<file path="src/common/vgaTimingPkg.sv">
// VGA 640x480 at 60 Hz timing constants, state encoding and the timing record shared by the display stages
package vgaTimingPkg;

	// Horizontal timing in pixel clocks
	localparam int HActive = 640;
	localparam int HFront  = 16;
	localparam int HSync   = 96;
	localparam int HBack   = 48;
	localparam int HTotal  = HActive + HFront + HSync + HBack;	// 800

	// Vertical timing in lines
	localparam int VActive = 480;
	localparam int VFront  = 10;
	localparam int VSync   = 2;
	localparam int VBack   = 33;
	localparam int VTotal  = VActive + VFront + VSync + VBack;	// 525

	localparam int HCountWidth = 10;	// Max 799
	localparam int VCountWidth = 10;	// Max 524

	// Counter position to visible output, in clocks
	localparam int PipeLatency = 3;

	typedef enum logic [1:0] {
		Active = 2'd0,
		Front  = 2'd1,
		Sync   = 2'd2,
		Back   = 2'd3
	} timingState_e;

	typedef struct packed {
		logic hActive;
		logic vActive;
		logic hSync;	// Active low
		logic vSync;	// Active low
		logic lineEnd;	// Last clock of a line
		logic frameEnd;	// Last clock of a frame
	} timing_t;

	// Blanked, syncs released
	localparam timing_t TimingIdle = '{
		hActive:  1'b0,
		vActive:  1'b0,
		hSync:    1'b1,
		vSync:    1'b1,
		lineEnd:  1'b0,
		frameEnd: 1'b0
	};

endpackage

</file>
<file path="src/common/frameBufferPkg.sv">
// Frame buffer geometry, host write request and the fetch record handed to the pixel shaper
package frameBufferPkg;

	localparam int FbWidth     = 160;
	localparam int FbHeight    = 120;
	localparam int FbPages     = FbHeight / 8;	// Eight lines per byte
	localparam int FbBytes     = FbPages * FbWidth;	// 2400
	localparam int FbAddrWidth = 12;

	localparam int ColWidth   = 8;	// Column 0..159
	localparam int RowWidth   = 7;	// Row 0..119
	localparam int ScaleShift = 2;	// Each buffer pixel covers 4x4 screen pixels

	typedef struct packed {
		logic                   strobe;
		logic [FbAddrWidth-1:0] addr;
		logic [7:0]             data;
	} fbWrite_t;

	typedef struct packed {
		logic [2:0]            bitIdx;	// Line within the page
		logic                  visible;
		vgaTimingPkg::timing_t timing;
	} fetch_t;

	localparam fetch_t FetchIdle = '{
		bitIdx:  3'd0,
		visible: 1'b0,
		timing:  vgaTimingPkg::TimingIdle
	};

endpackage

</file>
<file path="src/vga/pixelFetch.sv">
// Second display stage, scales the raster down to 160x120 and addresses the page-organized buffer
`timescale 1ns/1ps

module pixelFetch (
	input  logic                                    Clock,
	input  logic                                    Reset,
	input  vgaTimingPkg::timing_t                   timing_i,
	output logic [frameBufferPkg::FbAddrWidth-1:0] readAddr_o,
	output frameBufferPkg::fetch_t                  fetch_o
);

	logic [frameBufferPkg::ScaleShift-1:0] hDiv;
	logic [frameBufferPkg::ScaleShift-1:0] vDiv;
	logic [frameBufferPkg::ColWidth-1:0]   column;	// Max 159 in the active area
	logic [frameBufferPkg::RowWidth-1:0]   row;	// Max 119 in the active area

	logic       activeArea;
	logic [3:0] pageNum;

	assign activeArea = timing_i.hActive && timing_i.vActive;
	assign pageNum    = row[frameBufferPkg::RowWidth-1:3];

	// Scaler state always points at the position now on timing_i
	always_ff @(posedge Clock or negedge Reset) begin
		if (!Reset) begin
			hDiv   <= '0;
			vDiv   <= '0;
			column <= '0;
			row    <= '0;
		end else begin
			if (activeArea) begin
				if (&hDiv)
					column <= column + 1'b1;	// Every fourth active clock
				hDiv <= hDiv + 1'b1;
			end else begin
				hDiv   <= '0;
				column <= '0;
			end

			if (timing_i.lineEnd) begin
				if (timing_i.frameEnd || !timing_i.vActive) begin
					vDiv <= '0;
					row  <= '0;
				end else begin
					if (&vDiv)
						row <= row + 1'b1;	// Every fourth active line
					vDiv <= vDiv + 1'b1;
				end
			end
		end
	end

	// Page times row stride plus column
	assign readAddr_o = frameBufferPkg::FbAddrWidth'(pageNum * frameBufferPkg::FbWidth + column);

	// Lines up with the registered read byte
	always_ff @(posedge Clock or negedge Reset) begin
		if (!Reset) begin
			fetch_o <= frameBufferPkg::FetchIdle;
		end else begin
			fetch_o.bitIdx  <= row[2:0];	// Line within the page
			fetch_o.visible <= activeArea;
			fetch_o.timing  <= timing_i;
		end
	end

endmodule

</file>
<file path="config.mk">
export PLATFORM = sky130hd
export DESIGN_NAME = pixelFetch
export DESIGN_NICKNAME = d
export VERILOG_FILES = /design/src/common/vgaTimingPkg.sv /design/src/common/frameBufferPkg.sv /design/src/vga/pixelFetch.sv
export SDC_FILE = /design/constraint.sdc
export NUM_CORES = 1
export LEC_CHECK = 0
export ABC_AREA = 1
export BUFFER_PORTS_ARGS = -buffer_cell sky130_fd_sc_hd__buf_2
export CAP_MARGIN = 20
export CELL_PAD_IN_SITES_DETAIL_PLACEMENT = 1
export CELL_PAD_IN_SITES_GLOBAL_PLACEMENT = 2
export CORE_MARGIN = 2
export CORE_UTILIZATION = 34
export DETAILED_ROUTE_END_ITERATION = 7
export GPL_TIMING_DRIVEN = 0
export PLACE_DENSITY = 0.87
export SYNTH_ARGS = -nofsm -noshare
export SYNTH_HDL_FRONTEND = slang
export SYNTH_SLANG_ARGS = --single-unit
</file>
<file path="constraint.sdc">
create_clock -name Clock -period 4.6 [get_ports Clock]
set_clock_uncertainty 0.2 [all_clocks]
set_input_delay 0.23 -clock Clock [delete_from_list [all_inputs] [get_ports Clock]]
set_output_delay 0.23 -clock Clock [all_outputs]
set_load 0.01 [all_outputs]
</file>
After elaboration in Yosys (flattened, before gate mapping) --
Index checks and enable logic that the tools add are counted.
Word-level totals: register bits 29, input port bits 8, output and inout port bits 22, word-level logic and storage cells 32
Cells by class: $add $sub $neg 5, multipliers 1, equal/unequal tests 1, mux-type cells 6, reductions and logical operators 7
Operators with widths (number):
- $mux 8 | 2
- $mux 7 | 2
- $add 12x8->12 | 1
- $add 8x1->8 const B | 1
- $add 7x1->7 const B | 1
- $mul 4x3->7 const B | 1
- $reduce_and 2->1 | 3
- $add 2x1->2 const B | 2
- $mux 2 | 2
- $ne 2x1->1 const B | 1
- $reduce_bool 2->1 | 1
- $logic_and 1x1->1 | 1
- $logic_not 1->1 | 1
- $logic_or 1x1->1 | 1

Depth between registers and ports, before layout --
Gate-level depths: netlist of the first run.
depth after elaboration 4, mapped depth 8, depth with buffers taken out 8

Worst setup path after synthesis of the first run --
No wires, ideal clock.
path kind register to output, start register row[4] (netlist name), end output port readAddr_o[11] (netlist name), arrival 1849 ps, path slack 2321 ps, cell stages (with the launch flop) 9, path buffers 0, cells stage by stage dfrtp_1 > ha_1 > ha_1 > fa_1 > nand2_1 > inv_1 > nand2_1 > o21bai_1 > nand2_1
On the way: cells in the longest elaborated chain, start to end 2
Ends and longest elaborated chain:
- start, declared | line pixelFetch.sv:15 | logic [frameBufferPkg::RowWidth-1:0] row;
- start signal, assigned | line pixelFetch.sv:46 | row <= row + 1'b1;
- $mul 4x3->7 | line pixelFetch.sv:54 | assign readAddr_o = frameBufferPkg::FbAddrWidth'(pageNum * frameBufferPkg::FbWidth + column);
- $add 12x8->12 | line pixelFetch.sv:54
- end, declared | line pixelFetch.sv:8 | output logic [frameBufferPkg::FbAddrWidth-1:0] readAddr_o,
No other way between the ends.

Worst setup path in the final report of the first run --
Same ends and word-level chain as after synthesis.

==> flow_summary.json, run 1 <==
{
  "ff2ff_path_depth": 6,
  "post_cts_resized": 0,
  "grt_pass1_vias": 1427,
  "numCtsBuffers": 5,
  "drt-pass1-iter-count": 3,
  "cts_buffer_depth": 2,
  "synth-edff-count": 0,
  "worstMarginPinSlew_ps": 652.1,
  "period_share_pct": 61.91,
  "synthTopCellsByArea": "dfrtp_1 46%, ha_1 9.4%, nand2_1 8.7%",
  "crit_start": "row[4]$_DFFE_PN0P_",
  "reg2reg_from": "hDiv[0]$_DFF_PN0_",
  "swShare_pct": 21.79,
  "port_buffers": 29,
  "status": "finished clean",
  "cts_tree": "done",
  "power.share.sequential_pct": 52.2,
  "vias_per_cell": 4.749,
  "p_leak_uw": 0.001028,
  "setup.worst_path.class": "reg -> out",
  "post-cts-setup-buffers": 0,
  "finalCriticalPeriod_ps": 2848,
  "core_um2": 4058,
  "insertion_delay_ps": 280,
  "seqCellArea_um2": 728.2,
  "grt_remaining_overflow": 0,
  "fmax_mhz": 351.2,
  "drt_iter0_drc": 29,
  "timing.rr.end": "column[5]$_DFFE_PN0P_",
  "drive_gt1_share_pct": 22.01,
  "grt_setup_unrepaired": "false",
  "yosys.cell_types.count": 19,
  "critPathMaxFanout": 7,
  "syn_nets": 186,
  "grt_pass1_wl_mm": 6.203,
  "synthesis.area_um2": 1464,
  "areaGrowthSynthToFinish_pct": 25.13,
  "critPathCapture": "readAddr_o[11]",
  "hold_viol": 0,
  "synth_area_per_cell_um2": 8.872,
  "p_clk_share_pct": 41.9,
  "drc": 0,
  "yosys_warnings": 0,
  "synth_common_cells": "34 x nand2_1, 27 x dfrtp_1, 22 x inv_1",
  "grt_util_all_layers_pct": 15.92,
  "ys_ff_latch": 29,
  "die_area_um2": 4846,
  "endpoint_kind": "primary output",
  "fillers": 492,
  "die_y_um": 69.62,
  "relSlewSlack_pct": 56.53,
  "ys_seq_area_share_pct": 49.74,
  "wirelength_mm": 3.347,
  "cp.arrival_ps": 2420,
  "vdd_ir_drop_max_v": 0.0002085,
  "pin_count": 30,
  "gp_congestion": 0.6918,
  "setup_viol": 0,
  "hold_class": "reg -> reg",
  "cap_violations": 0,
  "wl_per_cell_um": 12.92,
  "diodes": 0,
  "grt_max_degree": 30,
  "cts.clk_slew.worst_paths_ps": 60,
  "synth.most_common_cell": "nand2_1",
  "h-tree-depth": 2,
  "switchingPower_uw": 110.0,
  "antenna_found_initial": 0,
  "p_int_uw": 394.7,
  "drtAntennaViolNets": 0,
  "hpwl_mm": 2.580,
  "timing.final.ws_setup_ps": 1752,
  "p_per_area_nw_per_um2": 275.5,
  "comb_power_share_pct": 5.9,
  "synth_flop_cell": "dfrtp_1",
  "synth_top_area_cell": "dfrtp_1",
  "start_util_pct": 36.08,
  "preCtsSetupSlack_ps": 2043,
  "worstPathRequired_ps": 4170,
  "nets": 229,
  "startpoint_type": "register",
  "multi_input_area_um2": 611.8,
  "slew_violations": 0,
  "vias": 1230,
  "setup-tns-final_ps": 0,
  "regToRegSetupSlack_ps": 3120,
  "whs_ps": 217.4,
  "rows": 23,
  "synth_top_area_share_pct": 46.15,
  "cts_sinks": 29,
  "fp.dieW_um": 69.62,
  "cts_root_buf": "clkbuf_8",
  "synth_cells": 165,
  "synthArstFlopShare_pct": 100.0
}
-- through the flow --
step	instance area (um2)	total power [uW]	util [%]	std cells
floorplan	1464	278.2	-	165
global placement	1672	292.0	41.20	244
detailed placement	1672	293.8	41.20	244
CTS	1832	515.8	45.14	259
global route	1832	528.1	45.14	259
finish	1832	504.7	45.14	259
-- cells by family after synthesis --
family	after synthesis	share of synthesized area [%]
compound gates	22	7.863
buf+inv	28	8.462
flops	29	49.74
fa+ha+maj	13	12.14
simple gates	70	20.00
xor+xnor	3	1.795
-- flip-flops by register name (all words and copies together), names as in the netlist --
register  count
row           7
hDiv          2
vDiv          2
column        8
fetch_o      10
-- critical path, stage by stage (launching register included) --
cell,delay (ps)
dfrtp_1,470
ha_1,330
ha_1,230
fa_1,510
nand2_1,60
inv_1,130
nand2_1,80
o21bai_1,130
nand2_1,70
buf_2,130
-- layout by cell type (no fill, tap or decap), drive strengths merged --
cell type / instances
nand4: 1
nor2: 17
nor3: 3
xnor2: 2
o21bai: 2
clkbuf: 8
o21ai: 6
nand2: 36
nand3: 13
ha: 11
dfrtp: 27
fa: 2
a21oi: 14
dfstp: 2
inv: 23
dlygate4sd3: 7
buf: 34
xor2: 1
-- area by class of cell --
| type | instances | share of cell area (%) |
|---|---|---|
| Multi-Input combinational cell | 108 | 33.40 |
| Buffer | 5 | 2.049 |
| Timing Repair Buffer | 36 | 11.75 |
| Sequential cell | 29 | 39.75 |
| Inverter | 23 | 4.713 |
| Clock buffer | 8 | 4.918 |
| Tap cell | 50 | 3.415 |
-- worst min path at each step --
stage | startpoint | endpoint | cells past startpoint
6_report | row[2]$_DFFE_PN0P_ | fetch_o[9]$_DFF_PN0_ | 0
5_1_grt | row[2]$_DFFE_PN0P_ | fetch_o[9]$_DFF_PN0_ | 0
4_1_cts | row[2]$_DFFE_PN0P_ | fetch_o[9]$_DFF_PN0_ | 0
3_5_place_dp | Reset | column[0]$_DFFE_PN0P_ | 1
3_3_place_gp | Reset | column[0]$_DFFE_PN0P_ | 1
2_1_floorplan | Reset | column[0]$_DFFE_PN0P_ | 0
-- metal layers --
layer,track usage [%],up-vias,wire [um]
met1,17.42,597,1385
li1,-,606,-
met5,0,-,0
met2,29.70,24,1787
met3,4.651,3,150
met4,4.487,0,23
-- power by group through the flow --
stage / logic [uW] / clock network [uW] / registers, uW
6_report: 29.7 / 212 / 263
5_1_grt: 34.8 / 229 / 264
4_1_cts: 30.5 / 222 / 263
3_5_place_dp: 25.9 / 0 / 268
3_3_place_gp: 24.4 / 0 / 268
2_1_floorplan: 8.56 / 0 / 270
-- timing repair --
| item | CTS | global route |
|---|---|---|
| endpoints found under the hold margin | 33 | 0 |
| endpoints found under the setup margin | 0 | 0 |
| hold buffers | 7 | 0 |
Power figures use the tool's default switching activity.
==> run 2, diff against run 1 <==
ABC_AREA = 0   (was 1)
PLACE_DENSITY = 0.82   (was 0.87)
clock period = 2.8 ns   (was 4.6 ns; I/O delays follow)
==> run 2 against run 1 <==
Against the previous run: critical endpoint unchanged; final cell count is 11% lower; global-route usage is 2.2 points lower; non-clock buffer count is 7 higher; power is 60% higher; combinational power is 54% higher; setup slack worse by 1700 ps; sequential cell count stayed put; worst hold slack worse by 4.1 ps.
==> flow_summary.json, run 2 <==
{
  "numCtsBuffers": 5,
  "power.share.sequential_pct": 53.6,
  "antenna_found_initial": 0,
  "regMostFlops": "fetch_o",
  "core_um2": 4058,
  "fmax_mhz": 365.9,
  "wirelength_mm": 3.105,
  "synthMuxAreaShare_pct": 2.830,
  "die_area_um2": 4831,
  "start_util_pct": 35.95,
  "cts_sinks": 29,
  "ys_seq_area_share_pct": 49.91,
  "totalPowerFinal_uw": 806.1,
  "comb_power_share_pct": 5.7,
  "hold_class": "in -> async",
  "insertion_delay_ps": 280,
  "drive_gt1_share_pct": 31.49,
  "synth_top_area_share_pct": 46.31,
  "period_share_pct": 97.61,
  "ys_ff_latch": 29,
  "largest_reg_flops": 10,
  "cts_root_buf": "clkbuf_8",
  "rows": 23,
  "synth_fa_ha_area_share_pct": 12.18,
  "synth_top_family_by_area": "simple AND/OR/NAND/NOR gates",
  "synth_area_per_cell_um2": 11.05,
  "vias": 1116,
  "cts_buffer_depth": 2,
  "yosys_warnings": 0,
  "synth.most_common_cell": "dfrtp_1",
  "p_int_uw": 619.7,
  "nets": 201,
  "worstMarginPinSlew_ps": 635.6,
  "syn_nets": 153,
  "finalCriticalPeriod_ps": 2733,
  "wl_per_cell_um": 13.44,
  "fp.dieW_um": 69.51,
  "drt_iter0_drc": 49,
  "vias_per_cell": 4.831,
  "synth_flop_cell": "dfrtp_1",
  "timing.final.ws_setup_ps": 66.99,
  "yosys.cell_types.count": 31,
  "synthXorXnorAreaFrac_pct": 7.204,
  "synth_common_cells": "27 x dfrtp_1, 13 x nor2_1, 12 x nand2_1",
  "status": "finished clean",
  "synthesis.area_um2": 1459,
  "drtAntennaViolNets": 0,
  "swShare_pct": 23.12,
  "cp.arrival_ps": 2390,
  "relSlewSlack_pct": 57.63,
  "diodes": 0,
  "synth_compound_gate_area_share_pct": 8.148,
  "startpoint_type": "register",
  "grt_util_all_layers_pct": 13.69,
  "pin_count": 30,
  "worstPathRequired_ps": 2460,
  "design_area_um2": 1873,
  "synth_cells": 132,
  "hpwl_mm": 2.243,
  "synth-edff-count": 0,
  "gp_congestion": 0.7990,
  "grt_setup_unrepaired": "true",
  "synthTopCellsByArea": "dfrtp_1 46%, ha_1 9.4%, xnor2_1 4.8%",
  "synthArstFlopShare_pct": 100.0,
  "grt_pass1_vias": 1134,
  "final_common_cell": "buf_2",
  "grt_max_degree": 30,
  "drc": 0,
  "drt-pass1-iter-count": 3,
  "regToRegSetupSlack_ps": 1240,
  "preCtsSetupSlack_ps": 274.5,
  "port_buffers": 29,
  "cts.clk_slew.worst_paths_ps": 70,
  "vdd_ir_drop_max_v": 0.0003356,
  "p_leak_uw": 0.0009715,
  "synth_top_area_cell": "dfrtp_1",
  "cap_violations": 0,
  "fillers": 458,
  "synth-simple-area-share_pct": 14.49,
  "areaGrowthSynthToFinish_pct": 28.39,
  "p_clk_share_pct": 40.7,
  "slew_violations": 0,
  "setup.worst_path.class": "reg -> out",
  "setup_viol": 0,
  "h-tree-depth": 2,
  "whs_ps": 213.2,
  "fin_util_pct": 46.16,
  "endpoint_kind": "primary output",
  "grt_pass1_wl_mm": 5.237,
  "die_y_um": 69.51,
  "grt_remaining_overflow": 0,
  "switchingPower_uw": 186.4,
  "hold_viol": 0,
  "p_per_area_nw_per_um2": 430.4,
  "critPathMaxFanout": 2,
  "cts_tree": "done",
  "top_regs": "fetch_o: 10 flops, column: 8 flops, row: 7 flops",
  "mostFrequentLayoutCells": "30 x buf_2, 25 x dfrtp_1, 13 x nor2_1, 12 x nand2_1",
  "dpl_cell_area_um2": 1667
}
-- run 2: layout make-up --
| class | count | area (um2) | share of cell area, % |
|---|---|---|---|
| flip-flops and latches | 29 | 730.7 | 39.01 |
| multi-input cells | 90 | 668.1 | 35.67 |
| well taps | 50 | 62.56 | 3.340 |
| clock inverters | 2 | 10.01 | 0.5344 |
| inverters | 6 | 22.52 | 1.202 |
| repair buffers | 41 | 252.7 | 13.49 |
| plain buffers | 7 | 53.80 | 2.872 |
| clock buffers | 6 | 72.57 | 3.874 |
-- run 2: power groups by stage --
stage	combinational, uW	sequential [uW]	clock [uW]
final	45.8	432	328
after global routing	51.7	432	360
after CTS	47.3	432	342
after detailed placement	39.8	440	0
after global placement	38.3	439	0
after floorplan	12.4	442	0
-- run 2: final timing paths --
kind                       cells after the start                 from                    to
setup / recovery                               8   row[6]$_DFFE_PN0P_        readAddr_o[11]
hold / removal                                 2                Reset    row[4]$_DFFE_PN0P_
setup reg to reg                               5  vDiv[0]$_DFFE_PN0P_    row[5]$_DFFE_PN0P_
hold reg to reg                                0   row[1]$_DFFE_PN0P_  fetch_o[8]$_DFF_PN0_
max in group asynchronous                      2                Reset    row[5]$_DFFE_PN0P_
min in group Clock                             0   row[1]$_DFFE_PN0P_  fetch_o[8]$_DFF_PN0_
-- run 2: repair_timing --
| item | CTS | global route |
|---|---|---|
| setup endpoints to repair | 1 | 1 |
| pin swaps | 0 | 5 |
| hold endpoints to repair | 37 | 0 |
| setup buffers | 2 | 3 |
| gates resized for setup | 0 | 5 |
| hold buffers | 7 | 0 |
-- run 2: logic make-up after synthesis --
logic type / after synthesis
buffers and inverters: 13
flip-flops: 29
AND/OR/NAND/NOR: 41
multiplexers: 4
adder cells (fa/ha/maj): 13
XOR/XNOR: 12
AO/OA/AOI/OAI: 20
-- run 2: critical path, stage by stage, from the launching register on --
cell      delay (ps)
dfrtp_1          390
ha_1             300
ha_2             190
fa_1             550
nand2_1           80
o21bai_4         180
mux2i_1          120
o22ai_1          150
buf_2            150
-- run 2: stage by stage --
step | TNS (ps) | std cells
after floorplan | 0 | 132
after global placement | 0 | 211
after detailed placement | 0 | 211
after CTS | 0 | 228
after global routing | -71.19 | 231
final | 0 | 231
-- run 2: routing by layer --
| metal | track usage [%] | routed length [um] | vias up |
|---|---|---|---|
| li1 | - | - | 535 |
| met1 | 15.59 | 1330 | 564 |
| met2 | 23.50 | 1641 | 17 |
| met3 | 5.669 | 133 | 0 |
| met4 | 3.922 | 0 | 0 |
| met5 | 0 | 0 | - |
