[src/common/vgaTimingPkg.sv]
// VGA 640x480 at 60 Hz timing constants, state encoding and the timing record shared by the display stages
package vgaTimingPkg;

	// Horizontal timing in pixel clocks
	localparam int HActive = 640;
	localparam int HFront  = 16;
	localparam int HSync   = 96;
	localparam int HBack   = 48;
	localparam int HTotal  = HActive + HFront + HSync + HBack;	// 800

	// Vertical timing in lines
	localparam int VActive = 480;
	localparam int VFront  = 10;
	localparam int VSync   = 2;
	localparam int VBack   = 33;
	localparam int VTotal  = VActive + VFront + VSync + VBack;	// 525

	localparam int HCountWidth = 10;	// Max 799
	localparam int VCountWidth = 10;	// Max 524

	// Counter position to visible output, in clocks
	localparam int PipeLatency = 3;

	typedef enum logic [1:0] {
		Active = 2'd0,
		Front  = 2'd1,
		Sync   = 2'd2,
		Back   = 2'd3
	} timingState_e;

	typedef struct packed {
		logic hActive;
		logic vActive;
		logic hSync;	// Active low
		logic vSync;	// Active low
		logic lineEnd;	// Last clock of a line
		logic frameEnd;	// Last clock of a frame
	} timing_t;

	// Blanked, syncs released
	localparam timing_t TimingIdle = '{
		hActive:  1'b0,
		vActive:  1'b0,
		hSync:    1'b1,
		vSync:    1'b1,
		lineEnd:  1'b0,
		frameEnd: 1'b0
	};

endpackage

[src/vga/vgaTiming.sv]
// First display stage, scans the 800x525 raster and registers the timing record for each position
`timescale 1ns/1ps

module vgaTiming (
	input  logic                  Clock,
	input  logic                  Reset,
	output vgaTimingPkg::timing_t timing_o
);

	logic [vgaTimingPkg::HCountWidth-1:0] hCount;
	logic [vgaTimingPkg::VCountWidth-1:0] vCount;

	vgaTimingPkg::timingState_e hState;
	vgaTimingPkg::timingState_e vState;

	logic lineEnd;
	logic frameEnd;

	assign lineEnd  = (hCount == vgaTimingPkg::HTotal - 1);
	assign frameEnd = lineEnd && (vCount == vgaTimingPkg::VTotal - 1);

	// Raster counters
	always_ff @(posedge Clock or negedge Reset) begin
		if (!Reset) begin
			hCount <= '0;
			vCount <= '0;
		end else if (lineEnd) begin
			hCount <= '0;
			if (frameEnd)
				vCount <= '0;
			else
				vCount <= vCount + 1'b1;
		end else begin
			hCount <= hCount + 1'b1;
		end
	end

	// Horizontal FSM, state always matches the region of hCount
	always_ff @(posedge Clock or negedge Reset) begin
		if (!Reset) begin
			hState <= vgaTimingPkg::Active;
		end else begin
			case (hState)
				vgaTimingPkg::Active: begin
					if (hCount == vgaTimingPkg::HActive - 1)
						hState <= vgaTimingPkg::Front;
				end
				vgaTimingPkg::Front: begin
					if (hCount == vgaTimingPkg::HActive + vgaTimingPkg::HFront - 1)
						hState <= vgaTimingPkg::Sync;
				end
				vgaTimingPkg::Sync: begin
					if (hCount == vgaTimingPkg::HTotal - vgaTimingPkg::HBack - 1)
						hState <= vgaTimingPkg::Back;
				end
				vgaTimingPkg::Back: begin
					if (lineEnd)
						hState <= vgaTimingPkg::Active;
				end
				default: hState <= vgaTimingPkg::Active;
			endcase
		end
	end

	// Vertical FSM, only steps on the last clock of a line
	always_ff @(posedge Clock or negedge Reset) begin
		if (!Reset) begin
			vState <= vgaTimingPkg::Active;
		end else if (lineEnd) begin
			case (vState)
				vgaTimingPkg::Active: begin
					if (vCount == vgaTimingPkg::VActive - 1)
						vState <= vgaTimingPkg::Front;
				end
				vgaTimingPkg::Front: begin
					if (vCount == vgaTimingPkg::VActive + vgaTimingPkg::VFront - 1)
						vState <= vgaTimingPkg::Sync;
				end
				vgaTimingPkg::Sync: begin
					if (vCount == vgaTimingPkg::VTotal - vgaTimingPkg::VBack - 1)
						vState <= vgaTimingPkg::Back;
				end
				vgaTimingPkg::Back: begin
					if (frameEnd)
						vState <= vgaTimingPkg::Active;
				end
				default: vState <= vgaTimingPkg::Active;
			endcase
		end
	end

	// Timing record, one clock behind the counters
	always_ff @(posedge Clock or negedge Reset) begin
		if (!Reset) begin
			timing_o <= vgaTimingPkg::TimingIdle;
		end else begin
			timing_o.hActive  <= (hState == vgaTimingPkg::Active);
			timing_o.vActive  <= (vState == vgaTimingPkg::Active);
			timing_o.hSync    <= (hState != vgaTimingPkg::Sync);
			timing_o.vSync    <= (vState != vgaTimingPkg::Sync);
			timing_o.lineEnd  <= lineEnd;
			timing_o.frameEnd <= frameEnd;
		end
	end

endmodule
[config.mk]
export PLATFORM = sky130hd
export DESIGN_NAME = vgaTiming
export DESIGN_NICKNAME = d
export VERILOG_FILES = /design/src/common/vgaTimingPkg.sv /design/src/vga/vgaTiming.sv
export SDC_FILE = /design/constraint.sdc
export NUM_CORES = 1
export LEC_CHECK = 0
export BUFFER_PORTS_ARGS = -buffer_cell sky130_fd_sc_hd__buf_2
export CORE_MARGIN = 4
export CORE_UTILIZATION = 54
export DETAILED_ROUTE_END_ITERATION = 16
export PLACE_DENSITY = 0.7
export SYNTH_ARGS = -nofsm -noshare
export SYNTH_HDL_FRONTEND = slang
export SYNTH_SLANG_ARGS = --single-unit
[constraint.sdc]
create_clock -name Clock -period 2.6 [get_ports Clock]
set_clock_uncertainty 0.2 [all_clocks]
set_input_delay 0.26 -clock Clock [delete_from_list [all_inputs] [get_ports Clock]]
set_output_delay 0.26 -clock Clock [all_outputs]
set_load 0.02 [all_outputs]
Word-level counts from Yosys, hierarchy flattened

Index checks and enable logic that the tools add are counted.

RAM bits: 0
Output and inout bits: 6
Bits of input ports: 2
Bits in latches: 0
Memory bits (read-only): 0
Memories: 0
Register bits after elaboration: 30

Mux-type cells: 12
Bitwise logic cells: 0
Equality and inequality tests: 24
Reductions and logical operators: 5
Multipliers: 0
Add/subtract/negate cells: 2
Shift operators: 0
$lt $le $gt $ge: 0
Divide/modulo/power cells: 0

Operators by type and width:

| kind                                                                   | number |
|---|---|
| 10-bit equality test, second input constant                            | 5 |
| 10-bit by 9-bit equality test with 1-bit output, second input constant | 3 |
| 10-bit by 1-bit adder with 10-bit output, second input constant        | 2 |
| 10-bit 2-to-1 mux                                                      | 2 |
| 2-bit inequality test, second input constant                           | 10 |
| 2-bit 2-to-1 mux                                                       | 8 |
| 2-bit one-hot mux with 4 select lines                                  | 2 |
| 2-bit equality test, second input constant                             | 4 |
| 5-bit AND reduction                                                    | 1 |
| 2-bit by 1-bit equality test with 1-bit output, second input constant  | 2 |
| 2-bit zero test                                                        | 2 |
| 4-bit AND reduction                                                    | 1 |
| 1-bit logical AND                                                      | 1 |

Longest topological paths before layout

Gate-level depths: netlist of run 1.

Depth after elaboration: 4
Gate-level depth with buffers: 8
Depth with buffers taken out: 7

Worst setup path after synthesis of run 1

Ideal clock, no wire load.

Kind: reg2reg
Start: register vCount[0] (netlist name)
End: register vState[1]
Data arrival time: 1.744 ns
Stages on the path, launching flop included: 9
Setup slack: 0.529 ns
Cells stage by stage: dfrtp_1 > inv_1 > ha_1 > and4bb_1 > and3_1 > buf_4 > o21ai_2 > nor4_4 > mux2_1

Longest elaborated chain between the ends: 4
Elaborated cells on any way between the ends: 10

RTL lines:

| what                              | line            | source |
|---|---|---|
| from (decl)                       | vgaTiming.sv:11 | `logic [vgaTimingPkg::VCountWidth-1:0] vCount;` |
| from (signal assigned)            | vgaTiming.sv:32 | `vCount <= vCount + 1'b1;` |
| 10-bit equality test              | vgaTiming.sv:20 | `assign frameEnd = lineEnd && (vCount == vgaTimingPkg::VTotal - 1);` |
| 1-bit logical AND                 | vgaTiming.sv:20 |  |
| 2-bit inequality test (no line)   | n/a             |  |
| 5-bit AND reduction (no line) (*) | n/a             |  |
| to (signal assigned)              | vgaTiming.sv:68 | `vState <= vgaTimingPkg::Active;` |
| to (signal assigned)              | vgaTiming.sv:73 | `vState <= vgaTimingPkg::Front;` |
| to (signal assigned)              | vgaTiming.sv:77 | `vState <= vgaTimingPkg::Sync;` |
| to (decl)                         | vgaTiming.sv:14 | `vgaTimingPkg::timingState_e vState;` |

Mark *: on every way between the ends. The rest lies on a longest branch, timed or not.
A chain may end at the register's enable or synchronous reset.

Final worst setup path of run 1

Same ends and word-level chain as after synthesis.

==> results of run 1 <==
-- flip-flops by register name, summed over array words and instances, names as in the netlist --
name and count:
vState 2, timing_o 6, hCount 10, hState 2
vCount 10
-- power groups by stage --
stage / clock network, mW / registers (mW) / logic [mW]
2_1_floorplan: 0 / 0.476 / 0.000000353
3_3_place_gp: 0 / 0.475 / 0.00967
3_5_place_dp: 0 / 0.475 / 0.0102
4_1_cts: 0.506 / 0.466 / 0.0112
5_1_grt: 0.535 / 0.467 / 0.0125
6_report: 0.498 / 0.466 / 0.0102
-- layout make-up --
class	count	area [um2]	share of cell area
inverters	10	37.54	0.02128
well taps	31	38.79	0.02199
clock inverters	2	60.06	0.03404
flip-flops and latches	30	753.2	0.4270
multi-input cells	104	763.2	0.4326
clock buffers	6	51.30	0.02908
repair buffers	10	60.06	0.03404
-- worst paths after layout --
| kind | from | to | slack (ns) | cells after the start |
|---|---|---|---|---|
| max | vCount[0] | vState[1] | 0.28 | 7 |
| min | Reset | vCount[7] | 0.27 | 2 |
| max reg2reg | vCount[0] | vState[1] | 0.28 | 7 |
| min reg2reg | hCount[0] | hCount[0] | 0.29 | 1 |
| max in group asynchronous | Reset | vState[0] | 1.50 | 2 |
| min in group Clock | hCount[0] | hCount[0] | 0.29 | 1 |
-- metrics by stage --
stage                 util  total power [mW]  setup slack, ns  cells
floorplan                -            0.4756           0.5285    149
global placement    0.5906            0.4851           0.3235    184
detailed placement  0.5906            0.4857           0.3019    184
CTS                 0.6343            0.9840           0.2481    193
global route        0.6343             1.014           0.1271    193
finish              0.6343            0.9745           0.2830    193
-- critical path, stage by stage, from the launching register on --
cell and delay [ns]:
dfrtp_1 0.46, inv_1 0.11, ha_1 0.16, and4bb_1 0.18
and3_1 0.31, o21ai_2 0.10, nor4_4 0.33, mux2_1 0.35
-- layer usage --
layer | wire [um] | vias up
li1 | - | 540
met1 | 1395 | 500
met2 | 1215 | 29
met3 | 145 | 7
met4 | 48 | 0
met5 | 0 | -
-- cells by family (layout without fill, tap and decap cells) --
kind of cell    count (synthesis)  in the layout  synth area share
flops                          30             30            0.4766
compound gates                 18             18           0.07522
fa+ha+maj                      13             13            0.1029
buf+inv                        15             28           0.04037
simple gates                   56             56            0.2027
mux                             6              6           0.04117
xor+xnor                       11             11           0.06096
-- cell usage in the layout, fill, tap and decap left out, drive strengths merged, types with 3 or more instances in the layout --
cell type,Yosys,layout
and2,3,3
o21ai,8,8
buf,2,9
nor3,3,3
and3,5,5
clkbuf,3,6
xnor2,6,6
dfrtp,28,28
inv,9,9
a21oi,3,3
ha,13,13
xor2,5,5
nand4,6,6
nand3,7,7
mux2,4,4
nor2,16,16
nand2,7,7
-- timing repair --
item	CTS	global route
hold buffers	1	0
setup buffers	0	0
endpoints found under the hold margin	28	0
==> out/qor.csv, run 1 <==
metric,value,unit
yosys.area.top_type,dfrtp_1,
setup_tns,0,ns
final_layout_size_suffix_gt1_frac,0.1543,
insertion_delay,0.34,ns
ant_nets,0,
gp_congestion,0.8251,
overflow,0,
synth_common_cells,"28 x dfrtp_1, 16 x nor2_1, 13 x ha_1",
post_drt_via_cell_ratio,5.575,
hold_violations,0,
synthDistinctLibCells,37,
fillCellCount,227,
ys_ff_latch,30,
drc,0,
synth_edf_count,0,
coreArea,2781,um2
htreeDepth,2,
swShare,0.1857,
synth_area_per_cell,10.61,um2
path_max_fanout,7,
period_minus_slack,2.317,ns
cts-buffers-inserted,5,
tightest_slew,0.6605,ns
syn_nets,164,
grt_first_pass_wirelength,4788,um
fin_hold_ws,0.2687,ns
first_pass_iters,4,
use_met3,0.06818,
cts-resized-gates,0,
drt-total-wl,2804,um
relSlewSlack,0.5597,
synthCells,149,
cp-start-kind,flop,
initial_utilization,0.5682,
die_h,62.10,um
post-route-period-util,0.8912,
placed_area,1643,um2
gr-max-usage-layer,met1,
clk_pin_slew_worst_paths,0.10,ns
synth_flop_cell,dfrtp_1,
grtUsageMet2,0.2382,
switchingPower,0.1810,mW
grt_pass1_vias,993,
cp.required,2.63,ns
drv_slew,0,
p_seq_frac,0.479,
diodes,0,
leakagePower,0.8240,nW
cts_tree,built,
num_rows,19,
cellPowerDensity,552.4,nW/um2
async_flop_share,1.000,
antenna_found_initial,0,
ys_seq_area_frac,0.4766,
clock.fmax,0.4316,GHz
via_count,1076,
setup_viol,0,
status,finished clean,
die-area,3856,um2
cts_max_path_buffers,2,
detailed_place_hpwl,1920,um
cap_violations,0,
first_iter_violations,32,
synth_most_common_cell,dfrtp_1,
fin_area,1764,um2
grt_use_total,0.1773,
hold_class,input port to async pin,
met1_usage,0.2579,
clock_sinks,30,
peakVddDrop,586.8,uV
netlist.area_leader.share,0.4434,
ys_warn_count,0,
avgRoutedWirePerCell,14.53,um
end_kind,flop,
ios,8,
p_comb_frac,0.011,
rsz0062_at_grt,no,
io_buffers,7,
path_class,flop to flop,
synthTopCellsByArea,"dfrtp_1 44%, ha_1 10%, nor2_1 3.8%, dfstp_2 3.3%, xnor2_1 3.3%",
synthToLayoutAreaGrowth,11.64,%
syn_area,1580,um2
nNetsFinal,176,
die_x,62.10,um
critical_path_arrival,2.35,ns
clkPwrFrac,0.511,
grt_max_degree,31,
cts_root_buffer,clkbuf_4,
internal_power,0.7935,mW
No activity file was read; power rests on OpenSTA's default activity.
==> inputs of run 2 (changes only) <==
--- a/config.mk
+++ b/config.mk
@@ -6,10 +6,10 @@
 export NUM_CORES = 1
 export LEC_CHECK = 0
 export BUFFER_PORTS_ARGS = -buffer_cell sky130_fd_sc_hd__buf_2
-export CORE_MARGIN = 4
+export CAP_MARGIN = 40
 export CORE_UTILIZATION = 54
 export DETAILED_ROUTE_END_ITERATION = 16
-export PLACE_DENSITY = 0.7
+export PLACE_DENSITY = 0.79
 export SYNTH_ARGS = -nofsm -noshare
 export SYNTH_HDL_FRONTEND = slang
 export SYNTH_SLANG_ARGS = --single-unit
==> out/qor.csv, run 2 (same netlist as run 1, synthesis figures left out) <==
metric,value,unit
layout_commonest_cell,dfrtp_1,
setup_tns,0,ns
die_x,56.10,um
fillCellCount,230,
gp_congestion,0.8484,
coreArea,2758,um2
hold_violations,0,
io_buffers,7,
synthToLayoutAreaGrowth,12.11,%
cts_root_buffer,clkbuf_4,
cap_violations,0,
critPathTopFamily,simple AND/OR/NAND/NOR gates,
critical_path_arrival,2.29,ns
biggestRegsByFlops,"hCount x10, vCount x10, timing_o x6",
peakVddDrop,482.1,uV
first_iter_violations,30,
cts_max_path_buffers,2,
htreeDepth,2,
grt_pass1_vias,1083,
setup_viol,0,
period_minus_slack,2.274,ns
grt_max_degree,31,
post_drt_via_cell_ratio,5.675,
total_power,0.9728,mW
insertion_delay,0.34,ns
relSlewSlack,0.5608,
die-area,3147,um2
clock_sinks,30,
antenna_found_initial,0,
fin_area,1772,um2
drt-total-wl,2840,um
final_layout_size_suffix_gt1_frac,0.1595,
avgRoutedWirePerCell,14.64,um
overflow,0,
crit_buf_inv,0,
detailed_place_hpwl,2073,um
placed_area,1650,um2
cp-start-kind,flop,
drc,0,
cts_tree,built,
cp.required,2.61,ns
post-route-period-util,0.8746,
cellPowerDensity,549.1,nW/um2
seq_area,753.2,um2
slowest_stage,dfrtp_1,
cts_hold_buf,1,
layout_common_cells,"28 x dfrtp_1, 16 x nor2_1, 13 x ha_1",
rsz0062_at_grt,no,
initial_utilization,0.5730,
clk_pin_slew_worst_paths,0.10,ns
nNetsFinal,177,
r2r_setup_slack,0.33,ns
ios,8,
tightest_slew,0.6588,ns
path_max_fanout,6,
cts_setup_buffers,0,
cts-resized-gates,0,
multiInputGateArea,763.2,um2
hold_class,input port to async pin,
clock.fmax,0.4398,GHz
drv_slew,0,
num_rows,19,
via_count,1101,
cp_cell_sequence,ha_1 -> nand4_1 -> o31ai_1 -> o21ai_2 -> nor4_4 -> mux2_1,
leakagePower,0.8294,nW
diodes,0,
cp_slowest_stage_delay,0.45,ns
status,finished clean,
ant_nets,0,
grt_use_total,0.2078,
first_pass_iters,4,
path_class,flop to flop,
end_kind,flop,
cts-buffers-inserted,5,
grt_first_pass_wirelength,4954,um
die_h,56.10,um
## run 2: cell count changes in the layout (fill, tap and decap cells not counted), sizes merged
cell and change:
buf +1
## run 2: per-layer routing
layer,track usage,vias to the layer above,wire length (um)
li1,-,538,-
met1,0.2796,534,1380
met2,0.3078,22,1301
met3,0.05349,7,95
met4,0.1115,0,62
met5,0,-,0
## run 2: area by class of cell
cell class	instances	share of cell area
flip-flops and latches	30	0.4251
multi-input cells	104	0.4308
repair buffers	11	0.03814
clock buffers	6	0.02895
clock inverters	2	0.03390
inverters	10	0.02119
well taps	31	0.02189
## run 2: power by group
part / switching, mW / internal, mW / total (mW)
registers: 0 / 0.466 / 0.466
logic: 0.00874 / 0.00151 / 0.0102
clock network: 0.170 / 0.326 / 0.496
total: 0.179 / 0.794 / 0.973
## run 2: path summary, 6_finish.rpt
check,start,end,cells after the start
min reg2reg,hCount[0],hCount[0],1
max in group asynchronous,Reset,vCount[3],2
min in group Clock,hCount[0],hCount[0],1
max reg2reg,vCount[0],vState[1],6
min,Reset,hCount[1],2
max,vCount[0],vState[1],6
## run 2: through the flow
stage | util | hold WS, ns | worst slack [ns] | std cells
floorplan | - | -0.2356 | 0.5285 | 149
detailed placement | 0.5985 | 0.1229 | 0.3830 | 185
global placement | 0.5985 | 0.1155 | 0.4651 | 185
global route | 0.6425 | 0.3355 | 0.2305 | 194
finish | 0.6425 | 0.2831 | 0.3260 | 194
CTS | 0.6425 | 0.2894 | 0.3327 | 194
==> inputs of run 3 (changes only) <==
--- a/config.mk
+++ b/config.mk
@@ -5,11 +5,12 @@
 export SDC_FILE = /design/constraint.sdc
 export NUM_CORES = 1
 export LEC_CHECK = 0
+export ABC_AREA = 1
 export BUFFER_PORTS_ARGS = -buffer_cell sky130_fd_sc_hd__buf_2
 export CAP_MARGIN = 40
 export CORE_UTILIZATION = 54
 export DETAILED_ROUTE_END_ITERATION = 16
-export PLACE_DENSITY = 0.79
+export PLACE_DENSITY = 0.78
 export SYNTH_ARGS = -nofsm -noshare
 export SYNTH_HDL_FRONTEND = slang
 export SYNTH_SLANG_ARGS = --single-unit
==> out/qor.csv, run 3 <==
metric,value,unit
antenna_found_initial,0,
cts-buffers-inserted,5,
critPathTopFamily,simple AND/OR/NAND/NOR gates,
final_cell_count_no_fill,285,
clock_sinks,30,
total_power,0.7738,mW
synthAdderAreaFrac,0.08935,
gp_congestion,0.8772,
hold_violations,0,
setup_viol,0,
synthDistinctLibCells,26,
avgRoutedWirePerCell,11.81,um
rsz0062_at_grt,no,
path_class,flop to flop,
status,finished clean,
cts_max_path_buffers,2,
post-route-period-util,0.7384,
cts_hold_buf,1,
layout_commonest_cell,nand2_1,
synthMuxAreaShare,0,
relSlewSlack,0.5608,
reg2reg_from,hCount[0],
cts_setup_buffers,0,
cp_cell_sequence,ha_1 -> nand4_2 -> nor2_4 -> nand2_4 -> nand2_4 -> nand3_2 -> nand2_1 -> nand2_1,
via_count,1448,
fillCellCount,261,
grt_pass1_vias,1296,
end_kind,flop,
cp.required,2.63,ns
crit_cells,8,
synth_edf_count,0,
biggestRegsByFlops,"hCount x10, vCount x10, timing_o x6",
slowest_stage,dfrtp_1,
ys_seq_area_frac,0.4137,
setup_slack,0.6802,ns
synthTopCellsByArea,"dfrtp_1 38%, nand2_1 10%, ha_1 8.9%, inv_1 6.6%, nand3_1 4.9%",
synth-xor-area-share,0.02405,
multiInputGateArea,924.6,um2
peakVddDrop,250.8,uV
hold_class,flop to flop,
synth_common_cells,"49 x nand2_1, 32 x inv_1, 28 x dfrtp_1",
die_x,60.06,um
grt_first_pass_wirelength,5637,um
syn_area,1820,um2
io_buffers,7,
coreArea,3128,um2
final_util,0.6292,
pre_cts_ws,0.7047,ns
critical_path_arrival,1.95,ns
reg2reg_to,vState[0],
path_max_fanout,14,
ys_ff_latch,30,
yosys.area.top_type,dfrtp_1,
synthToLayoutAreaGrowth,8.110,%
initial_utilization,0.5820,
die_h,60.06,um
clock.fmax,0.5209,GHz
drc,0,
cap_violations,0,
r2r_cells,8,
grt_max_degree,31,
leakagePower,0.9452,nW
netlist.area_leader.share,0.3849,
synthCells,226,
setup_tns,0,ns
cts_root_buffer,clkbuf_4,
cts-resized-gates,0,
nNetsFinal,255,
diodes,0,
overflow,0,
drv_slew,0,
ios,8,
insertion_delay,0.34,ns
cts_tree,built,
period_minus_slack,1.920,ns
post_drt_via_cell_ratio,5.081,
ys_warn_count,0,
synth_area_per_cell,8.055,um2
yosys.area_share.simple,0.3320,
synth_flop_cell,dfrtp_1,
cellPowerDensity,393.2,nW/um2
placed_cells,276,
ant_nets,0,
grt_use_total,0.2190,
drt-total-wl,3366,um
layout_common_cells,"49 x nand2_1, 32 x inv_1, 28 x dfrtp_1",
final_layout_size_suffix_gt1_frac,0.1701,
tightest_slew,0.6588,ns
synth_most_common_cell,nand2_1,
first_iter_violations,79,
synth_top_family_by_area,simple AND/OR/NAND/NOR gates,
cp-start-kind,flop,
first_pass_iters,4,
async_flop_share,1.000,
num_rows,20,
crit_start,hCount[0],
detailed_place_hpwl,2426,um
synth_compound_gate_area_share,0.06254,
syn_nets,241,
r2r_setup_slack,0.68,ns
die-area,3607,um2
clk_pin_slew_worst_paths,0.09,ns
htreeDepth,2,
critPathCapture,vState[0],
crit_buf_inv,0,
cp_slowest_stage_delay,0.38,ns
seq_area,753.2,um2
## run 3: worst min-delay path by stage
stage	startpoint	end	slack, ns	cells past startpoint
after floorplan	Reset	hCount[0]	-0.24	0
after global placement	Reset	timing_o[1]	0.13	1
after detailed placement	Reset	timing_o[1]	0.14	1
after CTS	hCount[0]	hCount[0]	0.27	1
after global routing	hCount[0]	hCount[0]	0.31	1
final	hCount[0]	hCount[0]	0.27	1
## run 3: layer usage
layer,up-vias,GRT usage,routed length [um]
met2,32,0.3524,1594
li1,742,-,-
met4,0,0.1096,72
met5,-,0,0
met3,8,0.05195,114
met1,666,0.2737,1585
## run 3: logic make-up (layout without fill, tap and decap cells)
logic type / count (synthesis) / count (layout)
and+or+nand+nor: 122 / 122
buffers and inverters: 36 / 51
xor gates and xnor gates: 5 / 5
adders and majority gates: 13 / 13
AOI/OAI and AO/OA: 20 / 20
DFF: 30 / 30
## run 3: final cells by class
cell class / instances / share of cell area
tap: 44 / 0.02797
timing repair buffer: 8 / 0.02289
sequential: 30 / 0.3827
multi-input combinational: 160 / 0.4698
inverter: 35 / 0.06675
clock buffer: 8 / 0.02988
## run 3: worst reg2reg max path, delay by kind of cell, from the launching register on
family                   cells  cell delay, ns
AND/OR/NAND/NOR              7            0.98
flip-flops                   1            0.38
adder cells (fa/ha/maj)      1            0.25
## run 3: through the flow
step / hold slack [ns] / area, um2
3_5_place_dp: 0.1350 / 1899
3_3_place_gp: 0.1266 / 1899
4_1_cts: 0.2707 / 1968
6_report: 0.2729 / 1968
2_1_floorplan: -0.2356 / 1821
5_1_grt: 0.3086 / 1968
## run 3: report_power, final
part | internal (mW) | leakage [nW] | switching, mW
Clock | 0.133 | 0.0326 | 0.164
Combinational | 0.00150 | 0.525 | 0.00873
Sequential | 0.466 | 0.387 | 0
Total | 0.601 | 0.945 | 0.173
